<file path="config.mk">
export PLATFORM = sky130hd
export DESIGN_NAME = executeStage
export DESIGN_NICKNAME = d
export VERILOG_FILES = /design/src/design/execPkg.sv /design/src/design/execCtrlIf.sv /design/src/design/execDecode.sv /design/src/design/operandSelect.sv /design/src/design/execAlu.sv /design/src/design/resultBranch.sv /design/src/design/exMemReg.sv /design/src/design/executeStage.sv
export SDC_FILE = /design/constraint.sdc
export NUM_CORES = 1
export LEC_CHECK = 0
export ABC_CLOCK_PERIOD_IN_PS = 10400
export BUFFER_PORTS_ARGS = -buffer_cell sky130_fd_sc_hd__buf_2
export CORE_MARGIN = 5
export CORE_UTILIZATION = 37
export CTS_BUF_LIST = sky130_fd_sc_hd__clkbuf_8
export CTS_CLUSTER_DIAMETER = 100
export DETAILED_ROUTE_END_ITERATION = 10
export SLEW_MARGIN = 5
export SYNTH_ARGS = -nofsm -noshare
export SYNTH_HDL_FRONTEND = slang
export SYNTH_SLANG_ARGS = --single-unit
export TNS_END_PERCENT = 5
</file>
<file path="constraint.sdc">
create_clock -name clk -period 10.4 [get_ports clk]
set_input_delay 2.08 -clock clk [delete_from_list [all_inputs] [get_ports clk]]
set_output_delay 2.08 -clock clk [all_outputs]
set_load 0.03 [all_outputs]
</file>
<file path="src/design/execPkg.sv">
// Execute stage definitions
package execPkg;

   // Word and register index widths are fixed by the ISA
   localparam int dataW    = 16;
   localparam int regAddrW = 3;

   typedef logic [dataW-1:0]    dataT;
   typedef logic [regAddrW-1:0] regAddrT;
   typedef logic [4:0]          opcodeT;

   // NOP encoding, inserted on squash and after reset
   localparam dataT nopInstr = 16'h0800;

   //////////////////////////////////////////////////////////////////////
   // Opcodes the execute stage looks at
   //////////////////////////////////////////////////////////////////////
   localparam opcodeT opJ      = 5'b00100;
   localparam opcodeT opJr     = 5'b00101;
   localparam opcodeT opJal    = 5'b00110;
   localparam opcodeT opJalr   = 5'b00111;
   localparam opcodeT opXori   = 5'b01010;
   localparam opcodeT opAndni  = 5'b01011;
   localparam opcodeT opSt     = 5'b10000;
   localparam opcodeT opSlbi   = 5'b10010;
   localparam opcodeT opStu    = 5'b10011;
   localparam opcodeT opLbi    = 5'b11000;
   localparam opcodeT opBtr    = 5'b11001;
   localparam opcodeT opRShift = 5'b11010;
   localparam opcodeT opRArith = 5'b11011;
   localparam opcodeT opSeq    = 5'b11100;
   localparam opcodeT opSlt    = 5'b11101;
   localparam opcodeT opSle    = 5'b11110;
   localparam opcodeT opSco    = 5'b11111;

   // Shifts and rotates in the low half, add and logic in the high half
   typedef enum logic [2:0] {
      rolOp, sllOp, rorOp, srlOp, addOp, andOp, orOp, xorOp
   } aluOpT;

   // Top bit marks a conditional branch, low bits follow the opcode
   typedef enum logic [2:0] {
      brNone = 3'b000,
      brEqz  = 3'b100,
      brNez  = 3'b101,
      brLtz  = 3'b110,
      brGez  = 3'b111
   } brTypeT;

   typedef enum logic [1:0] {srcRt, srcImm5, srcImm8, srcSlbi} bSrcT;

   typedef enum logic [1:0] {fwdNone = 2'b00, fwdWb = 2'b01, fwdEx = 2'b10} fwdSelT;

   // EX/MEM pipeline payload
   typedef struct packed {
      dataT instr;
      dataT result;
      dataT incrPc;
      dataT bOut;
      dataT storeData;
      dataT rtData;
      logic regWrt;
      logic unaligned;
   } exMemT;

endpackage

</file>
<file path="src/design/execCtrlIf.sv">
// Execute control bundle
`timescale 1ns/1ps

interface execCtrlIf;
   import execPkg::*;

   // ALU operation and operand conditioning
   aluOpT  aluOp;
   logic   invA;
   logic   invB;
   logic   cin;
   // Overflow flavour, signed or carry out
   logic   signedOp;
   // Immediate handling and B source
   logic   zeroExt;
   bSrcT   bSrc;
   // Control flow
   brTypeT brType;
   logic   jumpReg;

   // Decode side drives every control
   modport decode (
      output aluOp, invA, invB, cin, signedOp, zeroExt, bSrc, brType, jumpReg
   );

   // Operand select, ALU and result logic only read
   modport sink (
      input aluOp, invA, invB, cin, signedOp, zeroExt, bSrc, brType, jumpReg
   );

endinterface

</file>
<file path="src/design/execDecode.sv">
// Execute control decode
`timescale 1ns/1ps

module execDecode (
   input  execPkg::dataT instr,
   execCtrlIf.decode     ctrl,
   output logic          rsValid,
   output logic          rtValid
);
   import execPkg::*;

   opcodeT     opcode;
   logic [1:0] arithF;

   assign opcode = instr[15:11];

   // R-format takes its function from the low bits and immediates from the opcode
   assign arithF = ((opcode == opRArith) || (opcode == opRShift)) ? instr[1:0] : opcode[1:0];

   //////////////////////////////////////////////////////////////////////
   // ALU and operand controls
   //////////////////////////////////////////////////////////////////////
   always_comb begin
      ctrl.aluOp    = addOp;
      ctrl.invA     = 1'b0;
      ctrl.invB     = 1'b0;
      ctrl.bSrc     = srcImm8;
      ctrl.brType   = brNone;
      // Only SCO wants the carry out instead of signed overflow
      ctrl.signedOp = (opcode != opSco);
      ctrl.zeroExt  = (opcode == opXori) || (opcode == opAndni);
      ctrl.jumpReg  = (opcode == opJr) || (opcode == opJalr);
      casez (opcode)
         // ADD SUB XOR ANDN and their immediate forms
         opRArith, 5'b010??: begin
            ctrl.bSrc = (opcode == opRArith) ? srcRt : srcImm5;
            case (arithF)
               2'b01:   ctrl.invA  = 1'b1;
               2'b10:   ctrl.aluOp = xorOp;
               2'b11: begin
                  ctrl.aluOp = andOp;
                  ctrl.invB  = 1'b1;
               end
               default: ctrl.aluOp = addOp;
            endcase
         end
         // Shifts and rotates, register or immediate amount
         opRShift, 5'b101??: begin
            ctrl.bSrc  = (opcode == opRShift) ? srcRt : srcImm5;
            ctrl.aluOp = aluOpT'({1'b0, arithF});
         end
         5'b011??: ctrl.brType = brTypeT'({1'b1, opcode[1:0]});
         // SEQ SLT SLE compute Rs minus Rt, SCO a plain add
         5'b111??: begin
            ctrl.bSrc = srcRt;
            ctrl.invB = (opcode != opSco);
         end
         opBtr:    ctrl.bSrc = srcRt;
         opSlbi:   ctrl.bSrc = srcSlbi;
         // Loads and stores add a 5-bit offset
         5'b100??: ctrl.bSrc = srcImm5;
         default:  ctrl.bSrc = srcImm8;
      endcase
      // Two's complement needs the extra one for either inversion
      ctrl.cin = ctrl.invA | ctrl.invB;
   end

   //////////////////////////////////////////////////////////////////////
   // Source register usage for the hazard unit
   //////////////////////////////////////////////////////////////////////
   // No Rs for HALT NOP J JAL and LBI
   assign rsValid = (opcode[4:2] != 3'b000) && (opcode != opJ) && (opcode != opJal)
                    && (opcode != opLbi);
   // Rt read by R-format, set-condition and store data
   assign rtValid = (opcode[4:1] == 4'b1101) || (opcode[4:2] == 3'b111)
                    || (opcode == opSt) || (opcode == opStu);

endmodule

</file>
<file path="src/design/operandSelect.sv">
// Operand forwarding and B mux
`timescale 1ns/1ps

module operandSelect (
   execCtrlIf.sink         ctrl,
   input  execPkg::dataT   instr,
   input  execPkg::dataT   regA,
   input  execPkg::dataT   regB,
   input  execPkg::dataT   wData,
   input  execPkg::dataT   exResult,
   input  execPkg::fwdSelT fwdA,
   input  execPkg::fwdSelT fwdB,
   output execPkg::dataT   aSel,
   output execPkg::dataT   bSel,
   output execPkg::dataT   rtSel,
   output execPkg::dataT   ext8,
   output execPkg::dataT   ext11
);
   import execPkg::*;

   opcodeT opcode;
   dataT   aFwd;
   dataT   ext5;
   dataT   slbiVal;
   logic   bZero;

   // Writeback data on 01, EX/MEM result on 10
   function automatic dataT fwdMux(input fwdSelT sel, input dataT regVal,
                                   input dataT wbVal, input dataT exVal);
      case (sel)
         fwdWb:   return wbVal;
         fwdEx:   return exVal;
         fwdNone: return regVal;
         default: return regVal;
      endcase
   endfunction

   assign opcode = instr[15:11];
   assign aFwd   = fwdMux(fwdA, regA, wData, exResult);
   assign rtSel  = fwdMux(fwdB, regB, wData, exResult);

   // XORI and ANDNI zero extend, everything else sign extends
   assign ext5  = ctrl.zeroExt ? {11'h000, instr[4:0]} : {{11{instr[4]}}, instr[4:0]};
   assign ext8  = ctrl.zeroExt ? {8'h00, instr[7:0]} : {{8{instr[7]}}, instr[7:0]};
   assign ext11 = {{5{instr[10]}}, instr[10:0]};

   // SLBI shifts the old low byte up under the new immediate byte
   assign slbiVal = {aFwd[7:0], instr[7:0]};

   // LBI and SLBI pass B straight through the adder
   assign aSel = ((opcode == opLbi) || (opcode == opSlbi)) ? '0 : aFwd;

   // Branches test Rs alone and BTR reverses Rs
   assign bZero = (ctrl.brType != brNone) || (opcode == opBtr);

   always_comb begin
      if (bZero) begin
         bSel = '0;
      end else begin
         case (ctrl.bSrc)
            srcImm5: bSel = ext5;
            srcImm8: bSel = ext8;
            srcSlbi: bSel = slbiVal;
            default: bSel = rtSel;
         endcase
      end
   end

endmodule

</file>
<file path="src/design/execAlu.sv">
// Execute ALU
`timescale 1ns/1ps

module execAlu (
   execCtrlIf.sink       ctrl,
   input  execPkg::dataT a,
   input  execPkg::dataT b,
   output execPkg::dataT y,
   output logic          zf,
   output logic          ofl
);
   import execPkg::*;

   dataT               aIn;
   dataT               bIn;
   dataT               sum;
   logic               carry;
   logic [3:0]         sh;
   logic [2*dataW-1:0] rolCat;
   logic [2*dataW-1:0] rorCat;

   // Operand conditioning for subtract and ANDN
   assign aIn = ctrl.invA ? ~a : a;
   assign bIn = ctrl.invB ? ~b : b;

   // Shift amount is the low nibble of B
   assign sh = b[3:0];

   //////////////////////////////////////////////////////////////////////
   // Adder with carry in
   //////////////////////////////////////////////////////////////////////
   assign {carry, sum} = {1'b0, aIn} + {1'b0, bIn} + {{dataW{1'b0}}, ctrl.cin};

   // Rotates from a doubled copy of A
   assign rolCat = {aIn, aIn} << sh;
   assign rorCat = {aIn, aIn} >> sh;

   always_comb begin
      case (ctrl.aluOp)
         rolOp:   y = rolCat[2*dataW-1:dataW];
         sllOp:   y = aIn << sh;
         rorOp:   y = rorCat[dataW-1:0];
         srlOp:   y = aIn >> sh;
         andOp:   y = aIn & bIn;
         orOp:    y = aIn | bIn;
         xorOp:   y = aIn ^ bIn;
         default: y = sum;
      endcase
   end

   //////////////////////////////////////////////////////////////////////
   // Flags
   //////////////////////////////////////////////////////////////////////
   assign zf = (y == '0);

   // Signed overflow when both inputs agree in sign and the sum does not
   // Carry out serves SCO
   assign ofl = ctrl.signedOp ?
                ((aIn[dataW-1] == bIn[dataW-1]) && (sum[dataW-1] != aIn[dataW-1])) :
                carry;

endmodule

</file>
<file path="src/design/resultBranch.sv">
// Result select and branch resolve
`timescale 1ns/1ps

module resultBranch (
   execCtrlIf.sink       ctrl,
   input  execPkg::dataT instr,
   input  execPkg::dataT incrPc,
   input  execPkg::dataT aluOut,
   input  logic          zf,
   input  logic          ofl,
   input  execPkg::dataT ext8,
   input  execPkg::dataT ext11,
   output execPkg::dataT result,
   output execPkg::dataT newPc,
   output logic          pcSrc,
   output logic          squash
);
   import execPkg::*;

   opcodeT opcode;
   dataT   revOut;
   logic   sf;
   logic   sltBit;
   logic   taken;
   logic   jumpImm;

   assign opcode = instr[15:11];
   assign sf     = aluOut[dataW-1];

   // Sign of Rs minus Rt, corrected when the subtract overflowed
   assign sltBit = sf ^ ofl;

   // BTR mirror of the ALU output
   always_comb begin
      for (int i = 0; i < dataW; i++) begin
         revOut[i] = aluOut[dataW-1-i];
      end
   end

   always_comb begin
      case (opcode)
         opSeq:   result = {{(dataW-1){1'b0}}, zf};
         opSlt:   result = {{(dataW-1){1'b0}}, sltBit};
         opSle:   result = {{(dataW-1){1'b0}}, sltBit | zf};
         opSco:   result = {{(dataW-1){1'b0}}, ofl};
         opBtr:   result = revOut;
         default: result = aluOut;
      endcase
   end

   //////////////////////////////////////////////////////////////////////
   // Branch and jump resolve
   //////////////////////////////////////////////////////////////////////
   // ALU holds Rs plus zero for conditional branches
   always_comb begin
      case (ctrl.brType)
         brEqz:   taken = zf;
         brNez:   taken = !zf;
         brLtz:   taken = sf;
         brGez:   taken = !sf;
         default: taken = 1'b0;
      endcase
   end

   assign jumpImm = (opcode == opJ) || (opcode == opJal);

   always_comb begin
      if (ctrl.jumpReg) begin
         newPc = aluOut;
      end else if (jumpImm) begin
         newPc = incrPc + ext11;
      end else if (taken) begin
         newPc = incrPc + ext8;
      end else begin
         newPc = incrPc;
      end
   end

   assign pcSrc  = taken | jumpImm | ctrl.jumpReg;
   // J and JAL redirect without flushing the stage register
   assign squash = (newPc != incrPc) && !jumpImm;

endmodule

</file>
<file path="src/design/exMemReg.sv">
// EX/MEM pipeline register
`timescale 1ns/1ps

module exMemReg (
   input  logic           clk,
   input  logic           rstN,
   input  logic           stall,
   input  logic           squash,
   input  execPkg::exMemT next,
   output execPkg::exMemT q
);
   import execPkg::*;

   //////////////////////////////////////////////////////////////////////
   // Stage register
   //////////////////////////////////////////////////////////////////////
   always_ff @(posedge clk) begin
      if (!rstN) begin
         // Empty stage looks like a NOP downstream
         q       <= '0;
         q.instr <= nopInstr;
      end else if (!stall) begin
         q <= next;
         // Squashed slot turns into a bubble
         if (squash) begin
            q.instr  <= nopInstr;
            q.regWrt <= 1'b0;
         end
      end
      // Memory stall holds everything
   end

   // A squashed slot never reaches writeback with a write enable
   squashNoWrite: assert property (
      @(posedge clk) disable iff (!rstN)
      (squash && !stall) |=> !q.regWrt
   );

   // A held slot keeps its payload until memory releases
   stallHold: assert property (
      @(posedge clk) disable iff (!rstN)
      stall |=> $stable(q)
   );

endmodule

</file>
<file path="src/design/executeStage.sv">
// Execute stage top
`timescale 1ns/1ps

module executeStage (
   input  logic             clk,
   input  logic             rstN,
   input  execPkg::dataT    instrIn,
   input  execPkg::dataT    incrPcIn,
   input  execPkg::dataT    regA,
   input  execPkg::dataT    regB,
   input  execPkg::dataT    wData,
   input  execPkg::fwdSelT  fwdA,
   input  execPkg::fwdSelT  fwdB,
   input  logic             regWrtIn,
   input  logic             unalignedIn,
   input  logic             stall,
   output execPkg::dataT    instrOut,
   output execPkg::dataT    resultOut,
   output execPkg::dataT    incrPcOut,
   output execPkg::dataT    bOut,
   output execPkg::dataT    storeDataOut,
   output execPkg::dataT    rtDataOut,
   output logic             regWrtOut,
   output logic             unalignedOut,
   output execPkg::dataT    newPc,
   output logic             pcSrc,
   output logic             squash,
   output execPkg::regAddrT rsIdx,
   output execPkg::regAddrT rtIdx,
   output logic             rsValid,
   output logic             rtValid
);
   import execPkg::*;

   dataT   aSel;
   dataT   bSel;
   dataT   rtSel;
   dataT   ext8;
   dataT   ext11;
   dataT   aluOut;
   dataT   result;
   logic   zf;
   logic   ofl;
   logic   isStore;
   opcodeT opcode;
   exMemT  exMemNext;
   exMemT  exMemOut;

   execCtrlIf ctrlBus ();

   //////////////////////////////////////////////////////////////////////
   // Decode, operands, ALU, result
   //////////////////////////////////////////////////////////////////////
   execDecode uDecode (
      .instr(instrIn), .ctrl(ctrlBus.decode), .rsValid(rsValid), .rtValid(rtValid)
   );

   // EX forward comes from the stage register's own result
   operandSelect uOperands (
      .ctrl(ctrlBus.sink), .instr(instrIn), .regA(regA), .regB(regB), .wData(wData),
      .exResult(exMemOut.result), .fwdA(fwdA), .fwdB(fwdB), .aSel(aSel), .bSel(bSel),
      .rtSel(rtSel), .ext8(ext8), .ext11(ext11)
   );

   execAlu uAlu (
      .ctrl(ctrlBus.sink), .a(aSel), .b(bSel), .y(aluOut), .zf(zf), .ofl(ofl)
   );

   resultBranch uResult (
      .ctrl(ctrlBus.sink), .instr(instrIn), .incrPc(incrPcIn), .aluOut(aluOut), .zf(zf),
      .ofl(ofl), .ext8(ext8), .ext11(ext11), .result(result), .newPc(newPc),
      .pcSrc(pcSrc), .squash(squash)
   );

   //////////////////////////////////////////////////////////////////////
   // EX/MEM payload
   //////////////////////////////////////////////////////////////////////
   assign opcode  = instrIn[15:11];
   assign isStore = (opcode == opSt) || (opcode == opStu);

   always_comb begin
      exMemNext.instr     = instrIn;
      exMemNext.result    = result;
      exMemNext.incrPc    = incrPcIn;
      // Stores carry the forwarded Rt as memory data
      exMemNext.bOut      = isStore ? rtSel : bSel;
      exMemNext.storeData = aSel;
      exMemNext.rtData    = rtSel;
      exMemNext.regWrt    = regWrtIn;
      exMemNext.unaligned = unalignedIn;
   end

   exMemReg uExMem (
      .clk(clk), .rstN(rstN), .stall(stall), .squash(squash),
      .next(exMemNext), .q(exMemOut)
   );

   assign instrOut     = exMemOut.instr;
   assign resultOut    = exMemOut.result;
   assign incrPcOut    = exMemOut.incrPc;
   assign bOut         = exMemOut.bOut;
   assign storeDataOut = exMemOut.storeData;
   assign rtDataOut    = exMemOut.rtData;
   assign regWrtOut    = exMemOut.regWrt;
   assign unalignedOut = exMemOut.unaligned;

   // Source fields for the hazard unit
   assign rsIdx = instrIn[10:8];
   assign rtIdx = instrIn[7:5];

endmodule

</file>
# Yosys cells after proc, flatten, opt, wreduce, memory -nomap -nowiden
# Index checks and enable logic that the tools add are counted.
[op_classes]
n_eq_ne = 50
shifts = 4
add_sub_neg = 4
bitwise = 10
n_reduce_logical = 25
muxes = 31
[op_table]
columns = ["op", "count"]
rows = [
  ["two-way mux 16 bit", 11],
  ["case mux 16 bit (7 select lines)", 1],
  ["case mux 16 bit (5 select lines)", 1],
  ["case mux 16 bit (2 select lines)", 2],
  ["== test 5 bit, second input constant", 11],
  ["case mux 16 bit (3 select lines)", 1],
  ["adder 16 bit", 2],
  ["inverter 16 bit", 2],
  ["left shift 32 x 4 -> 32 bit", 1],
  [">> shifter 32 x 4 -> 16 bit", 1],
  ["== test 3 bit, second input constant", 10],
  ["== test 5 x 3 -> 1 bit, second input constant", 4],
  ["adder 16 x 16 -> 17 bit", 1],
  ["adder 17 x 1 -> 17 bit", 1],
  ["AND 16 bit", 1],
  ["zero test 16 bit", 1],
  ["!= test 16 bit", 1],
  ["OR 16 bit", 1],
  ["left shift 16 x 4 -> 16 bit", 1],
  [">> shifter 16 x 4 -> 16 bit", 1],
  ["bitwise XOR 16 bit", 1],
  ["== test 2 bit, second input constant", 6],
  ["== test 3 x 2 -> 1 bit, second input constant", 4],
  ["== test 5 x 4 -> 1 bit, second input constant", 2],
  ["23 further kinds", 56],
]
[totals]
input_bits = 89
regBits = 98
output_inout_bits = 124
elab_cells = 132

# Depth between registers and ports, before layout
# Gate-level depths: netlist of the first run.
[logic_depth]
depth_word = 20
ltp_mapped = 29
ltp_nobuf = 26

# Cells and area by module
# A second synthesis of the first run with hierarchy kept.
[unflattened]
hier_cells = 1624
area_unflattened_um2 = 13389.1
[modules_own_cells]
columns = ["module", "instances", "cells_per_inst", "area_each_um2", "seq_area_each_um2"]
rows = [
  ["execAlu", 1, 574, 4504.3, 0.0],
  ["exMemReg", 1, 335, 3898.7, 1961.9],
  ["resultBranch", 1, 406, 2952.8, 0.0],
  ["operandSelect", 1, 234, 1427.6, 0.0],
  ["executeStage", 1, 26, 311.5, 0.0],
  ["execDecode", 1, 49, 294.0, 0.0],
]

# Least setup slack after synthesis of the first run
# No wires, ideal clock.
[synth_path]
kind = "input -> output"
startpoint = "input port instrIn[11]"
endpoint = "output port newPc[6]"
path_stages = 28
path_buffers = 6
required_time_ns = 8.320
path_slack_ns = -0.867
arrival_time_ns = 9.187
path_cell_list = "buf_2 buf_1 nand2_1 a21oi_1 clkbuf_1 a21o_1 clkbuf_1 clkbuf_1 xnor2_1 fa_1 fa_1 a21oi_1 nand4b_1 nand3_1 a41oi_1 mux2i_1 o21ai_0 a2111oi_0 nand3_1 a2111o_1 or3_4 or4_4 a31oi_4 buf_6 nor2_1 inv_1 a21oi_1 a21oi_1"
[synth_between]
elab_chain_cells = 17
elab_cells_between_ends = 77
classes_between = "add/sub (2); eq/ne (28); shift (4); mux (23); bitwise (6); reduce/logical (14)"
[synth_rtl]
columns = ["element", "line", "source"]
rows = [
  ["start, declared", "executeStage.sv:7", "input execPkg::dataT instrIn,"],
  ["== test 5 bit (on tied branches)", "n/a", ""],
  ["two-way mux 1 bit (tied with other cells)", "execDecode.sv:49", "ctrl.bSrc = (opcode == opRShift) ? srcRt : srcImm5;"],
  ["case mux 2 bit (5 select lines)", "execDecode.sv:33", "casez (opcode)"],
  ["== test 2 bit or == test 2 x 1 -> 1 bit (tied branches)", "operandSelect.sv:60", "case (ctrl.bSrc)"],
  ["case mux 16 bit (3 select lines)", "operandSelect.sv:60", ""],
  ["two-way mux 16 bit", "operandSelect.sv:57", "if (bZero) begin"],
  ["inverter 16 bit", "execAlu.sv:24", "assign bIn = ctrl.invB ? ~b : b;"],
  ["two-way mux 16 bit", "execAlu.sv:24", ""],
  ["adder 16 x 16 -> 17 bit", "execAlu.sv:32", "assign {carry, sum} = {1'b0, aIn} + {1'b0, bIn} + {{dataW{1'b0}}, ctrl.cin};"],
  ["adder 17 x 1 -> 17 bit", "execAlu.sv:32", ""],
  ["case mux 16 bit (7 select lines)", "execAlu.sv:39", "case (ctrl.aluOp)"],
  ["zero test 16 bit", "execAlu.sv:54", "assign zf = (y == '0);"],
  ["zero test 1 bit", "resultBranch.sv:58", "brNez: taken = !zf;"],
  ["case mux 1 bit (4 select lines)", "resultBranch.sv:56", "case (ctrl.brType)"],
  ["two-way mux 16 bit", "resultBranch.sv:72", "end else if (taken) begin"],
  ["two-way mux 16 bit", "resultBranch.sv:70", "end else if (jumpImm) begin"],
  ["two-way mux 16 bit (*)", "resultBranch.sv:68", "if (ctrl.jumpReg) begin"],
  ["end, declared", "executeStage.sv:25", "output execPkg::dataT newPc,"],
]
# Mark *: on every way between the ends. The rest lies on a longest branch, timed or not.

# Worst setup path after layout of the first run
[layout_path]
startpoint = "input port fwdB[0]"
endpoint = "output port newPc[13]"
[layout_between]
elab_chain_cells = 15
elab_cells_between_ends = 24
classes_between = "add/sub (2); eq/ne (2); shift (4); mux (9); bitwise (4); reduce/logical (3)"
[layout_rtl]
columns = ["element", "line", "source"]
rows = [
  ["start, declared", "executeStage.sv:13", "input execPkg::fwdSelT fwdB,"],
  ["== test 2 bit or == test 2 x 1 -> 1 bit (tied branches)", "operandSelect.sv:30", "case (sel)"],
  ["case mux 16 bit (2 select lines) (*)", "operandSelect.sv:30", ""],
  ["case mux 16 bit (3 select lines) (*)", "operandSelect.sv:60", ""],
  ["two-way mux 16 bit (*)", "operandSelect.sv:57", ""],
  ["inverter 16 bit", "execAlu.sv:24", ""],
  ["two-way mux 16 bit", "execAlu.sv:24", ""],
  ["adder 16 x 16 -> 17 bit", "execAlu.sv:32", ""],
  ["adder 17 x 1 -> 17 bit", "execAlu.sv:32", ""],
  ["case mux 16 bit (7 select lines) (*)", "execAlu.sv:39", ""],
  ["zero test 16 bit", "execAlu.sv:54", ""],
  ["zero test 1 bit", "resultBranch.sv:58", ""],
  ["case mux 1 bit (4 select lines)", "resultBranch.sv:56", ""],
  ["two-way mux 16 bit", "resultBranch.sv:72", ""],
  ["two-way mux 16 bit", "resultBranch.sv:70", ""],
  ["two-way mux 16 bit (*)", "resultBranch.sv:68", ""],
]
# Marks and branches as above.

==> results of run 1 <==
==> tightest hold or removal path: stages (launching register included) <==
cell     delay [ns]
dfxtp_1        0.32
nand2_1        0.06
a21oi_1        0.05
==> final timing paths <==
path | startpoint | end | depth (start not counted)
worst max register to register | uExMem.q[66]$_SDFFE_PN0N_ | uExMem.q[94]$_SDFFE_PN0N_ | 23
worst min register to register | uExMem.q[19]$_SDFFE_PN0N_ | uExMem.q[19]$_SDFFE_PN0N_ | 2
worst max-delay path | fwdB[0] | newPc[13] | 26
worst min-delay path | uExMem.q[19]$_SDFFE_PN0N_ | uExMem.q[19]$_SDFFE_PN0N_ | 2
==> routing by layer <==
metal | GRT usage | vias up | share of wire
li1 | - | 6700 | -
met1 | 0.4529 | 7023 | 0.42
met2 | 0.5297 | 889 | 0.45
met3 | 0.06363 | 136 | 0.094
met4 | 0.09102 | 0 | 0.034
met5 | 0 | - | 0
==> Yosys cell counts (6+ instances only) <==
cell type | number | area [µm²]
nand4_1 | 9 | 56.30
nor2_1 | 187 | 701.9
a221oi_1 | 60 | 525.5
o21ai_1 | 19 | 95.09
inv_1 | 48 | 180.2
a41oi_1 | 12 | 105.1
buf_2 | 25 | 125.1
buf_1 | 13 | 48.80
a21oi_1 | 163 | 815.8
nor4_1 | 8 | 50.05
o22ai_1 | 12 | 75.07
a2111o_1 | 10 | 112.6
mux2i_1 | 26 | 260.3
clkbuf_1 | 95 | 356.6
and2_1 | 8 | 50.05
nand2_1 | 165 | 619.3
a221o_1 | 12 | 120.1
a22oi_1 | 17 | 127.6
nand3_1 | 137 | 685.7
a31o_2 | 6 | 52.55
dfxtp_1 | 98 | 1962
ha_1 | 42 | 525.5
nor2b_1 | 7 | 43.79
nand2b_1 | 11 | 68.82
o21bai_1 | 6 | 45.04
or3_1 | 25 | 156.4
xnor2_1 | 31 | 271.5
o21a_1 | 18 | 135.1
a31oi_1 | 33 | 206.5
o211ai_1 | 15 | 112.6
buf_4 | 8 | 60.06
or2_2 | 13 | 81.33
a21o_1 | 17 | 127.6
nor3_1 | 65 | 325.3
o21ai_2 | 11 | 96.34
xor2_1 | 31 | 271.5
o311ai_0 | 6 | 52.55
o21ai_0 | 46 | 230.2
a211oi_1 | 14 | 105.1
and3_1 | 11 | 68.82
o31ai_1 | 6 | 45.04
==> power by group through the flow <==
stage | Sequential, W | Clock, W | Combinational (W)
2_1_floorplan | 0.000494 | 0 | 0.000669
3_3_place_gp | 0.000440 | 0 | 0.00123
3_5_place_dp | 0.000441 | 0 | 0.00122
4_1_cts | 0.000432 | 0.000254 | 0.00122
5_1_grt | 0.000436 | 0.000269 | 0.00133
6_report | 0.000433 | 0.000250 | 0.00127
==> cell type report <==
class | count | area [µm²] | share of cell area
Timing Repair Buffer | 356 | 2215 | 0.1602
Tap cell | 396 | 495.5 | 0.03583
Clock buffer | 9 | 123.9 | 0.008958
Clock inverter | 7 | 57.56 | 0.004163
Multi-Input combinational cell | 1373 | 8782 | 0.6351
Sequential cell | 98 | 1962 | 0.1419
Inverter | 51 | 191.4 | 0.01384
==> cell families after synthesis <==
family                     count (synthesis)  share of synthesized area
AOI/OAI and AO/OA                        559                     0.3463
xor gates and xnor gates                  63                    0.04927
adders and majority gates                 45                    0.05158
buffers and inverters                    196                    0.07285
DFF                                       98                     0.1728
muxes                                     29                    0.02612
and+or+nand+nor                          677                     0.2811
==> metrics by stage <==
| step | util | area (µm²) | total power [W] | hold WS, ns |
|---|---|---|---|---|
| final | 0.4544 | 13830 | 0.001954 | 0.4610 |
| after global routing | 0.4544 | 13830 | 0.002039 | 0.4833 |
| after CTS | 0.4489 | 13660 | 0.001910 | 0.4637 |
| after detailed placement | 0.4428 | 13470 | 0.001658 | 0.4484 |
| after global placement | 0.4428 | 13470 | 0.001670 | 0.4463 |
| after floorplan | - | 11470 | 0.001163 | 0.5906 |
==> what timing repair did <==
item / in CTS / in global routing
hold endpoints to repair: 0 / 0
setup endpoints to repair: 1 / 17
hold buffers: 0 / 0
setup buffers: 0 / 1
pin swaps: 0 / 4
gates resized for setup: 1 / 33
==> results.json, run 1 <==
{
  "layout-drive-gt1-share": 0.2381,
  "postRouteAntennaNets": 0,
  "reg.largest.list": "uExMem.q x98",
  "nFillCells": 3282,
  "maxCapViolCount": 0,
  "wl_um": 59660,
  "clockRootBuffer": "clkbuf_8",
  "largest-register": "uExMem.q",
  "htree_levels": 3,
  "antenna_found_initial": 0,
  "pre_cts_slack_ns": 0.04422,
  "status": "complete, no violations",
  "critPathKind": "primary input to output pin",
  "viasPerCell": 6.440,
  "syn_inst": 1667,
  "fin_nets": 2023,
  "grt_pass1_vias": 13576,
  "ir_drop_mv": 0.06534,
  "critical_path_buf_inv_count": 4,
  "wl_per_cell_um": 26.05,
  "final.setup_skew_ns": 0.01421,
  "clkLatencyLatePin_ns": 0.41,
  "clk_pin_slew_ns": 0.10,
  "initial_core_util": 0.3731,
  "drv_slew": 0,
  "fp.dieW_um": 185.2,
  "drc": 0,
  "finalWorstSetupSlack_ns": 0.2578,
  "grt_max_degree": 97,
  "cp_max_fo": 5,
  "dr.first_iter.drc_count": 2090,
  "clockBufferDepth": 2,
  "hpwlAfterDp_um": 47300,
  "drt_pre_antenna_iters": 6,
  "netlist_area_um2": 11350,
  "ys.flop_type": "dfxtp_1",
  "cp_top_family": "compound AO/OA/AOI/OAI gates",
  "end_kind": "output pin",
  "placed_cells": 2273,
  "comb_power_share": 0.650,
  "grt.total_usage": 0.3298,
  "ios": 213,
  "gr-total-overflow": 0,
  "slew-limit-headroom": 0.2887,
  "ys_types": 95,
  "syn_to_final_growth_pct": 21.80,
  "fp-row-count": 64,
  "crit_slowest_cell": "or4_4",
  "synth_edf_count": 0,
  "reg2reg_setup_slack_ns": 3.93,
  "power_frac_seq": 0.222,
  "io_buffers": 212,
  "p_sw_w": 0.001020,
  "p_clk_frac": 0.128,
  "die_h_um": 185.2,
  "diodes": 0,
  "intPower_w": 0.0009343,
  "sw_frac_of_total": 0.5219,
  "tritoncts": "yes",
  "cellLeakagePower_nw": 5.917,
  "synthArstFlopShare": 0,
  "synth_fp_nets": 1801,
  "worst-slew-pin-transition_ns": 1.063,
  "fin_tns_setup_ns": 0,
  "yosys_warnings": 0,
  "hold_viol": 0,
  "power_per_cell_area_nw_per_um2": 141.3,
  "largest_register_ffs": 98,
  "cpPeakStageDelay_ns": 0.46,
  "final_cell_mix": "buf_2, nor2_1, nand2_1",
  "clock.fmax_ghz": 0.09860,
  "setup_viol": 0,
  "cts_sinks": 98,
  "cts_buffers": 9,
  "final_cells": 2290,
  "holdCritPathClass": "flop to flop",
  "critPathRequiredTime_ns": 8.32,
  "min_period_ns": 10.14,
  "synth-seq-cells": 98,
  "dieArea_um2": 34280,
  "grt_pass1_wl_um": 86250,
  "seq_area_frac_synth": 0.1728,
  "startpoint_type": "primary input",
  "avgSynthCellArea_um2": 6.810,
  "mostFrequentLayoutCell": "buf_2",
  "place_congestion": 1.071,
  "coreArea_um2": 30430,
  "min_period_over_period": 0.9752,
  "vias": 14748,
  "crit_arrival_ns": 8.06
}
(Power assumes the default switching activity.)
==> inputs of run 2 (changes only) <==
- CORE_MARGIN: 5 -> 2
==> run 2 against run 1 <==
  * Largest cell class unchanged
  * Wire length shrank 2.5%
  * Total power is essentially flat
  * Utilization about the same
  * Sequential power is essentially flat
  * Die area down 6.4%
  * Maximum frequency decreased by 0.77%
  * Critical path depth down 2
  * Final area about the same
  * Count of clock-buffer cells in the layout unchanged
  * Clock skew rose by 0.0055 ns
  * Sequential cell count did not move
  * Cell count fell by 0.79%
==> results.json, run 2 (synthesis gave the netlist of run 1 again) <==
{
  "cellLeakagePower_nw": 5.881,
  "die_h_um": 179.2,
  "largest-register": "uExMem.q",
  "gr-total-overflow": 0,
  "worstHoldPathCells": 2,
  "dieArea_um2": 32100,
  "cp_max_fo": 10,
  "reg.largest.list": "uExMem.q x98",
  "clock.fmax_ghz": 0.09784,
  "dr.first_iter.drc_count": 1812,
  "grt_pass1_vias": 13526,
  "drc": 0,
  "hold_viol": 0,
  "htree_levels": 3,
  "crit_arrival_ns": 8.14,
  "placed_cells": 2252,
  "setup_viol": 0,
  "status": "complete, no violations",
  "mostFrequentLayoutCell": "buf_2",
  "clk_pin_slew_ns": 0.09,
  "grt_max_degree": 96,
  "clkLatencyLatePin_ns": 0.41,
  "grt.total_usage": 0.3501,
  "critPathKind": "primary input to output pin",
  "place_congestion": 1.081,
  "critPathRequiredTime_ns": 8.32,
  "tritoncts": "yes",
  "viasPerCell": 6.500,
  "fin_tns_setup_ns": 0,
  "ios": 213,
  "fp.dieW_um": 179.2,
  "postRouteAntennaNets": 0,
  "drt_pre_antenna_iters": 6,
  "fp-row-count": 64,
  "min_period_ns": 10.22,
  "nFillCells": 3255,
  "cts_sinks": 98,
  "cts_buffers": 9,
  "largest_register_ffs": 98,
  "final_cells": 2272,
  "min_period_over_period": 0.9827,
  "worstRegToRegCells": 22,
  "end_kind": "output pin",
  "slew-limit-headroom": 0.2182,
  "maxCapViolCount": 0,
  "worst-slew-pin-transition_ns": 1.169,
  "hpwlAfterDp_um": 45760,
  "drv_slew": 0,
  "antenna_found_initial": 2,
  "clockBufferDepth": 2,
  "io_buffers": 212,
  "power_per_cell_area_nw_per_um2": 141.2,
  "final.setup_skew_ns": 0.01967,
  "wl_per_cell_um": 25.60,
  "diodes": 0,
  "fin_nets": 2005,
  "ir_drop_mv": 0.08751,
  "holdCritPathClass": "flop to flop",
  "coreArea_um2": 30430,
  "holdWs_ns": 0.4627,
  "layout-drive-gt1-share": 0.2431,
  "grt_pass1_wl_um": 84260,
  "initial_core_util": 0.3731,
  "clockRootBuffer": "clkbuf_8",
  "startpoint_type": "primary input",
  "vias": 14767,
  "final_cell_mix": "buf_2, nor2_1, nand2_1",
  "syn_to_final_growth_pct": 21.91,
  "wl_um": 58160
}
## run 2: cell types whose count changed in the layout (fill, tap and decap cells not counted), sizes merged
cell      before  now
buf          354  335
clkinvlp       2    0
bufinv         0    1
clkbuf        11   12
clkinv         2    3
## run 2: path summary, 6_finish.rpt
check                                               start  slack (ns)                   endpoint
worst max-delay path                          instrIn[12]        0.18                   newPc[1]
worst min-delay path            uExMem.q[31]$_SDFFE_PN0N_        0.46  uExMem.q[31]$_SDFFE_PN0N_
worst max register to register  uExMem.q[66]$_SDFFE_PN0N_        4.00  uExMem.q[82]$_SDFFE_PN0N_
worst min register to register  uExMem.q[31]$_SDFFE_PN0N_        0.46  uExMem.q[31]$_SDFFE_PN0N_
## run 2: critical path, stage by stage
cell and delay, ns:
clkbuf_4 0.21, nand4b_4 0.17, mux2_2 0.36, a21o_2 0.26, o21bai_1 0.20, fa_2 0.42, fa_2 0.37, a21oi_2 0.18
nand4b_1 0.19, a41oi_2 0.16, o211ai_1 0.22, a21boi_1 0.11, nor3_1 0.17, nor3_1 0.08, or4_1 0.55, a2111o_1 0.29
or3_4 0.37, o311ai_4 0.38, a31oi_4 0.15, buf_6 0.16, buf_4 0.16, or2_1 0.25, a222oi_1 0.41, buf_4 0.24
## run 2: metal layers
layer | GRT usage | wire length (µm) | vias to the layer above
met2 | 0.5471 | 25670 | 930
met1 | 0.4667 | 24400 | 7001
met3 | 0.07612 | 5586 | 165
met5 | 0 | 28 | -
li1 | - | - | 6667
met4 | 0.1394 | 2476 | 4
## run 2: what timing repair did
action	in CTS	in global routing
pin swaps	0	13
hold buffers	0	0
endpoints found under the setup margin	1	18
resized for setup	1	63
setup buffers	0	4
## run 2: cell type report
type	instances	area, µm²	share of cell area
clock buffer	9	123.9	0.008950
clock inverter	7	76.32	0.005515
inverter	51	191.4	0.01383
multi-input combinational	1373	8905	0.6434
sequential	98	1962	0.1418
tap	396	495.5	0.03580
timing repair buffer	338	2086	0.1507
## run 2: through the flow
step | cell area, µm² | power, W | utilization | setup slack [ns]
after floorplan | 11470 | 0.001163 | - | 0.03629
after global placement | 13320 | 0.001635 | 0.4376 | 0.1057
after detailed placement | 13320 | 0.001628 | 0.4376 | 0.02228
after CTS | 13520 | 0.001896 | 0.4444 | 0.008560
after global routing | 13840 | 0.002047 | 0.4548 | -0.02520
final | 13840 | 0.001953 | 0.4548 | 0.1794
## run 2: report_power, final
part / internal [W] / leakage, nW / switching [W] / total [W]
clock network: 0.000114 / 0.107 / 0.000151 / 0.000265
logic: 0.000425 / 4.97 / 0.000830 / 0.00126
registers: 0.000406 / 0.806 / 0.0000270 / 0.000433
total: 0.000946 / 5.88 / 0.00101 / 0.00195
==> inputs of run 3 (changes only) <==
==> constraint.sdc (replaced) <==
create_clock -name clk -period 10.4 [get_ports clk]
set_input_delay 1.56 -clock clk [delete_from_list [all_inputs] [get_ports clk]]
set_output_delay 1.56 -clock clk [all_outputs]
set_load 0.03 [all_outputs]
==> run 3 against run 2 <==
  * Die area unchanged
  * Sequential cell count did not move
  * Final area decreased by 6.7%
  * Total power down 4.8%
  * Clock power is essentially flat
  * Setup slack better by 0.26 ns
  * Global-route usage decreased by 0.74 points
  * Utilization is 3.0 points lower
  * Non-clock buffer count down 72
  * Wire length shrank 1.6%
  * Count of clock-buffer cells in the layout is the same
  * Largest power group unchanged
==> results.json, run 3 (synthesis gave the netlist of run 1 again) <==
{
  "critPathKind": "primary input to output pin",
  "setup_viol": 0,
  "clkLatencyLatePin_ns": 0.42,
  "clockBufferDepth": 2,
  "dieArea_um2": 32100,
  "comb_power_share": 0.627,
  "holdCritPathClass": "flop to flop",
  "startpoint_type": "primary input",
  "io_buffers": 212,
  "worst-slew-pin-transition_ns": 1.151,
  "crit_slowest_cell": "or4_1",
  "fp.dieW_um": 179.2,
  "place_congestion": 1.036,
  "reg.largest.list": "uExMem.q x98",
  "largest_register_ffs": 98,
  "hold_viol": 0,
  "vias": 14309,
  "cts_hold_buf": 0,
  "cts_buffers": 9,
  "initial_core_util": 0.3731,
  "wl_per_cell_um": 26.00,
  "min_period_ns": 9.965,
  "power_w": 0.001859,
  "grt_pass1_wl_um": 82050,
  "sw_frac_of_total": 0.5372,
  "reg2reg_from": "uExMem.q[71]$_SDFFE_PN0N_",
  "intPower_w": 0.0008605,
  "drv_slew": 0,
  "end_kind": "output pin",
  "worstRegToRegCells": 22,
  "slew-limit-headroom": 0.2302,
  "p_clk_frac": 0.142,
  "ios": 213,
  "rsz0062_at_grt": "false",
  "r2r-end": "uExMem.q[92]$_SDFFE_PN0N_",
  "nFillCells": 3275,
  "cp_max_fo": 23,
  "worstHoldPathCells": 2,
  "whs_endpoint": "uExMem.q[24]$_SDFFE_PN0N_",
  "gr-total-overflow": 0,
  "fin_util": 0.4245,
  "power_frac_seq": 0.231,
  "reg2reg_setup_slack_ns": 3.61,
  "postRouteAntennaNets": 0,
  "final.setup_skew_ns": 0.02796,
  "p_sw_w": 0.0009988,
  "clk_pin_slew_ns": 0.10,
  "cellLeakagePower_nw": 5.420,
  "mostFrequentLayoutCell": "buf_2",
  "viasPerCell": 6.504,
  "clock.fmax_ghz": 0.1004,
  "htree_levels": 3,
  "final_cell_mix": "buf_2, nor2_1, nand2_1",
  "power_per_cell_area_nw_per_um2": 143.9,
  "diodes": 0,
  "maxCapViolCount": 0,
  "coreArea_um2": 30430,
  "layout-drive-gt1-share": 0.1846,
  "syn_to_final_growth_pct": 13.79,
  "ir_drop_mv": 0.06827,
  "drt_pre_antenna_iters": 5,
  "grt.total_usage": 0.3426,
  "cts_sinks": 98,
  "crit_arrival_ns": 8.40,
  "hpwlAfterDp_um": 44510,
  "clockRootBuffer": "clkbuf_8",
  "largest-register": "uExMem.q",
  "tritoncts": "yes",
  "status": "complete, no violations",
  "fp-row-count": 64,
  "dr.first_iter.drc_count": 1614,
  "cpPeakStageDelay_ns": 0.56,
  "die_h_um": 179.2,
  "antenna_found_initial": 0,
  "grt_max_degree": 98,
  "holdWs_ns": 0.4647,
  "wl_um": 57210,
  "cp_cell_sequence": "buf_2 -> nand4b_4 -> mux2i_4 -> buf_4 -> nor3_1 -> or2_2 -> ha_1 -> and2_1 -> nand4b_1 -> a41oi_1 -> o211ai_1 -> a21boi_0 -> o21a_1 -> nor3_1 -> or4_1 -> a2111o_1 -> or3_4 -> or4_4 -> a31oi_4 -> buf_4 -> nor2_1 -> a222oi_1 -> buf_2",
  "critPathRequiredTime_ns": 8.84,
  "drc": 0,
  "fin_nets": 1933,
  "fin_tns_setup_ns": 0,
  "min_from": "uExMem.q[24]$_SDFFE_PN0N_",
  "post_cts_buffers": 0,
  "grt_pass1_vias": 12860,
  "min_period_over_period": 0.9581
}
-- run 3: layout make-up --
cell class              instances  area (µm²)  share of cell area
well taps                     396       495.5             0.03836
clock buffers                   9       123.9            0.009589
flip-flops and latches         98        1962              0.1519
inverters                      51       191.4             0.01482
repair buffers                266        1469              0.1137
multi-input cells            1373        8602              0.6659
clock inverters                 7       73.82            0.005715
-- run 3: critical path: cells and delay by family --
family | cells | cell delay [ns]
adders and majority gates | 1 | 0.37
muxes | 1 | 0.53
AOI/OAI and AO/OA | 7 | 1.71
and+or+nand+nor | 10 | 2.83
buffers and inverters | 4 | 1.36
-- run 3: how the worst max path moves through the flow --
| stage | cells after the start | slack (ns) | to | start |
|---|---|---|---|---|
| 2_1_floorplan | 28 | 0.17 | newPc[6] | instrIn[11] |
| 3_3_place_gp | 24 | 0.55 | newPc[4] | instrIn[11] |
| 3_5_place_dp | 24 | 0.43 | newPc[1] | instrIn[11] |
| 4_1_cts | 24 | 0.40 | newPc[1] | instrIn[11] |
| 5_1_grt | 26 | 0.002 | newPc[6] | instrIn[14] |
| 6_report | 23 | 0.44 | newPc[1] | instrIn[14] |
-- run 3: per-layer routing --
metal,share of wire,vias up,track usage
met2,0.44,885,0.5365
met3,0.093,131,0.06489
met1,0.42,6787,0.4627
met5,0,-,0
met4,0.043,0,0.1344
li1,-,6506,-
-- run 3: repair_timing --
action,CTS,global route
endpoints found under the setup margin,0,12
hold endpoints to repair,0,0
gates resized for setup,0,3
-- run 3: stage by stage --
| stage | area (µm²) | worst slack (ns) | cells |
|---|---|---|---|
| finish | 12920 | 0.4354 | 2200 |
| floorplan | 11350 | 0.1735 | 1667 |
| global placement | 12700 | 0.5457 | 2184 |
| CTS | 12900 | 0.4026 | 2200 |
| detailed placement | 12700 | 0.4339 | 2184 |
| global route | 12920 | 0.001812 | 2200 |
-- run 3: power by group through the flow --
stage | Combinational, W | Clock [W] | Sequential, W
after floorplan | 0.000660 | 0 | 0.000494
after global placement | 0.00114 | 0 | 0.000437
after detailed placement | 0.00113 | 0 | 0.000437
after CTS | 0.00113 | 0.000265 | 0.000429
after global routing | 0.00123 | 0.000280 | 0.000432
final | 0.00117 | 0.000264 | 0.000429
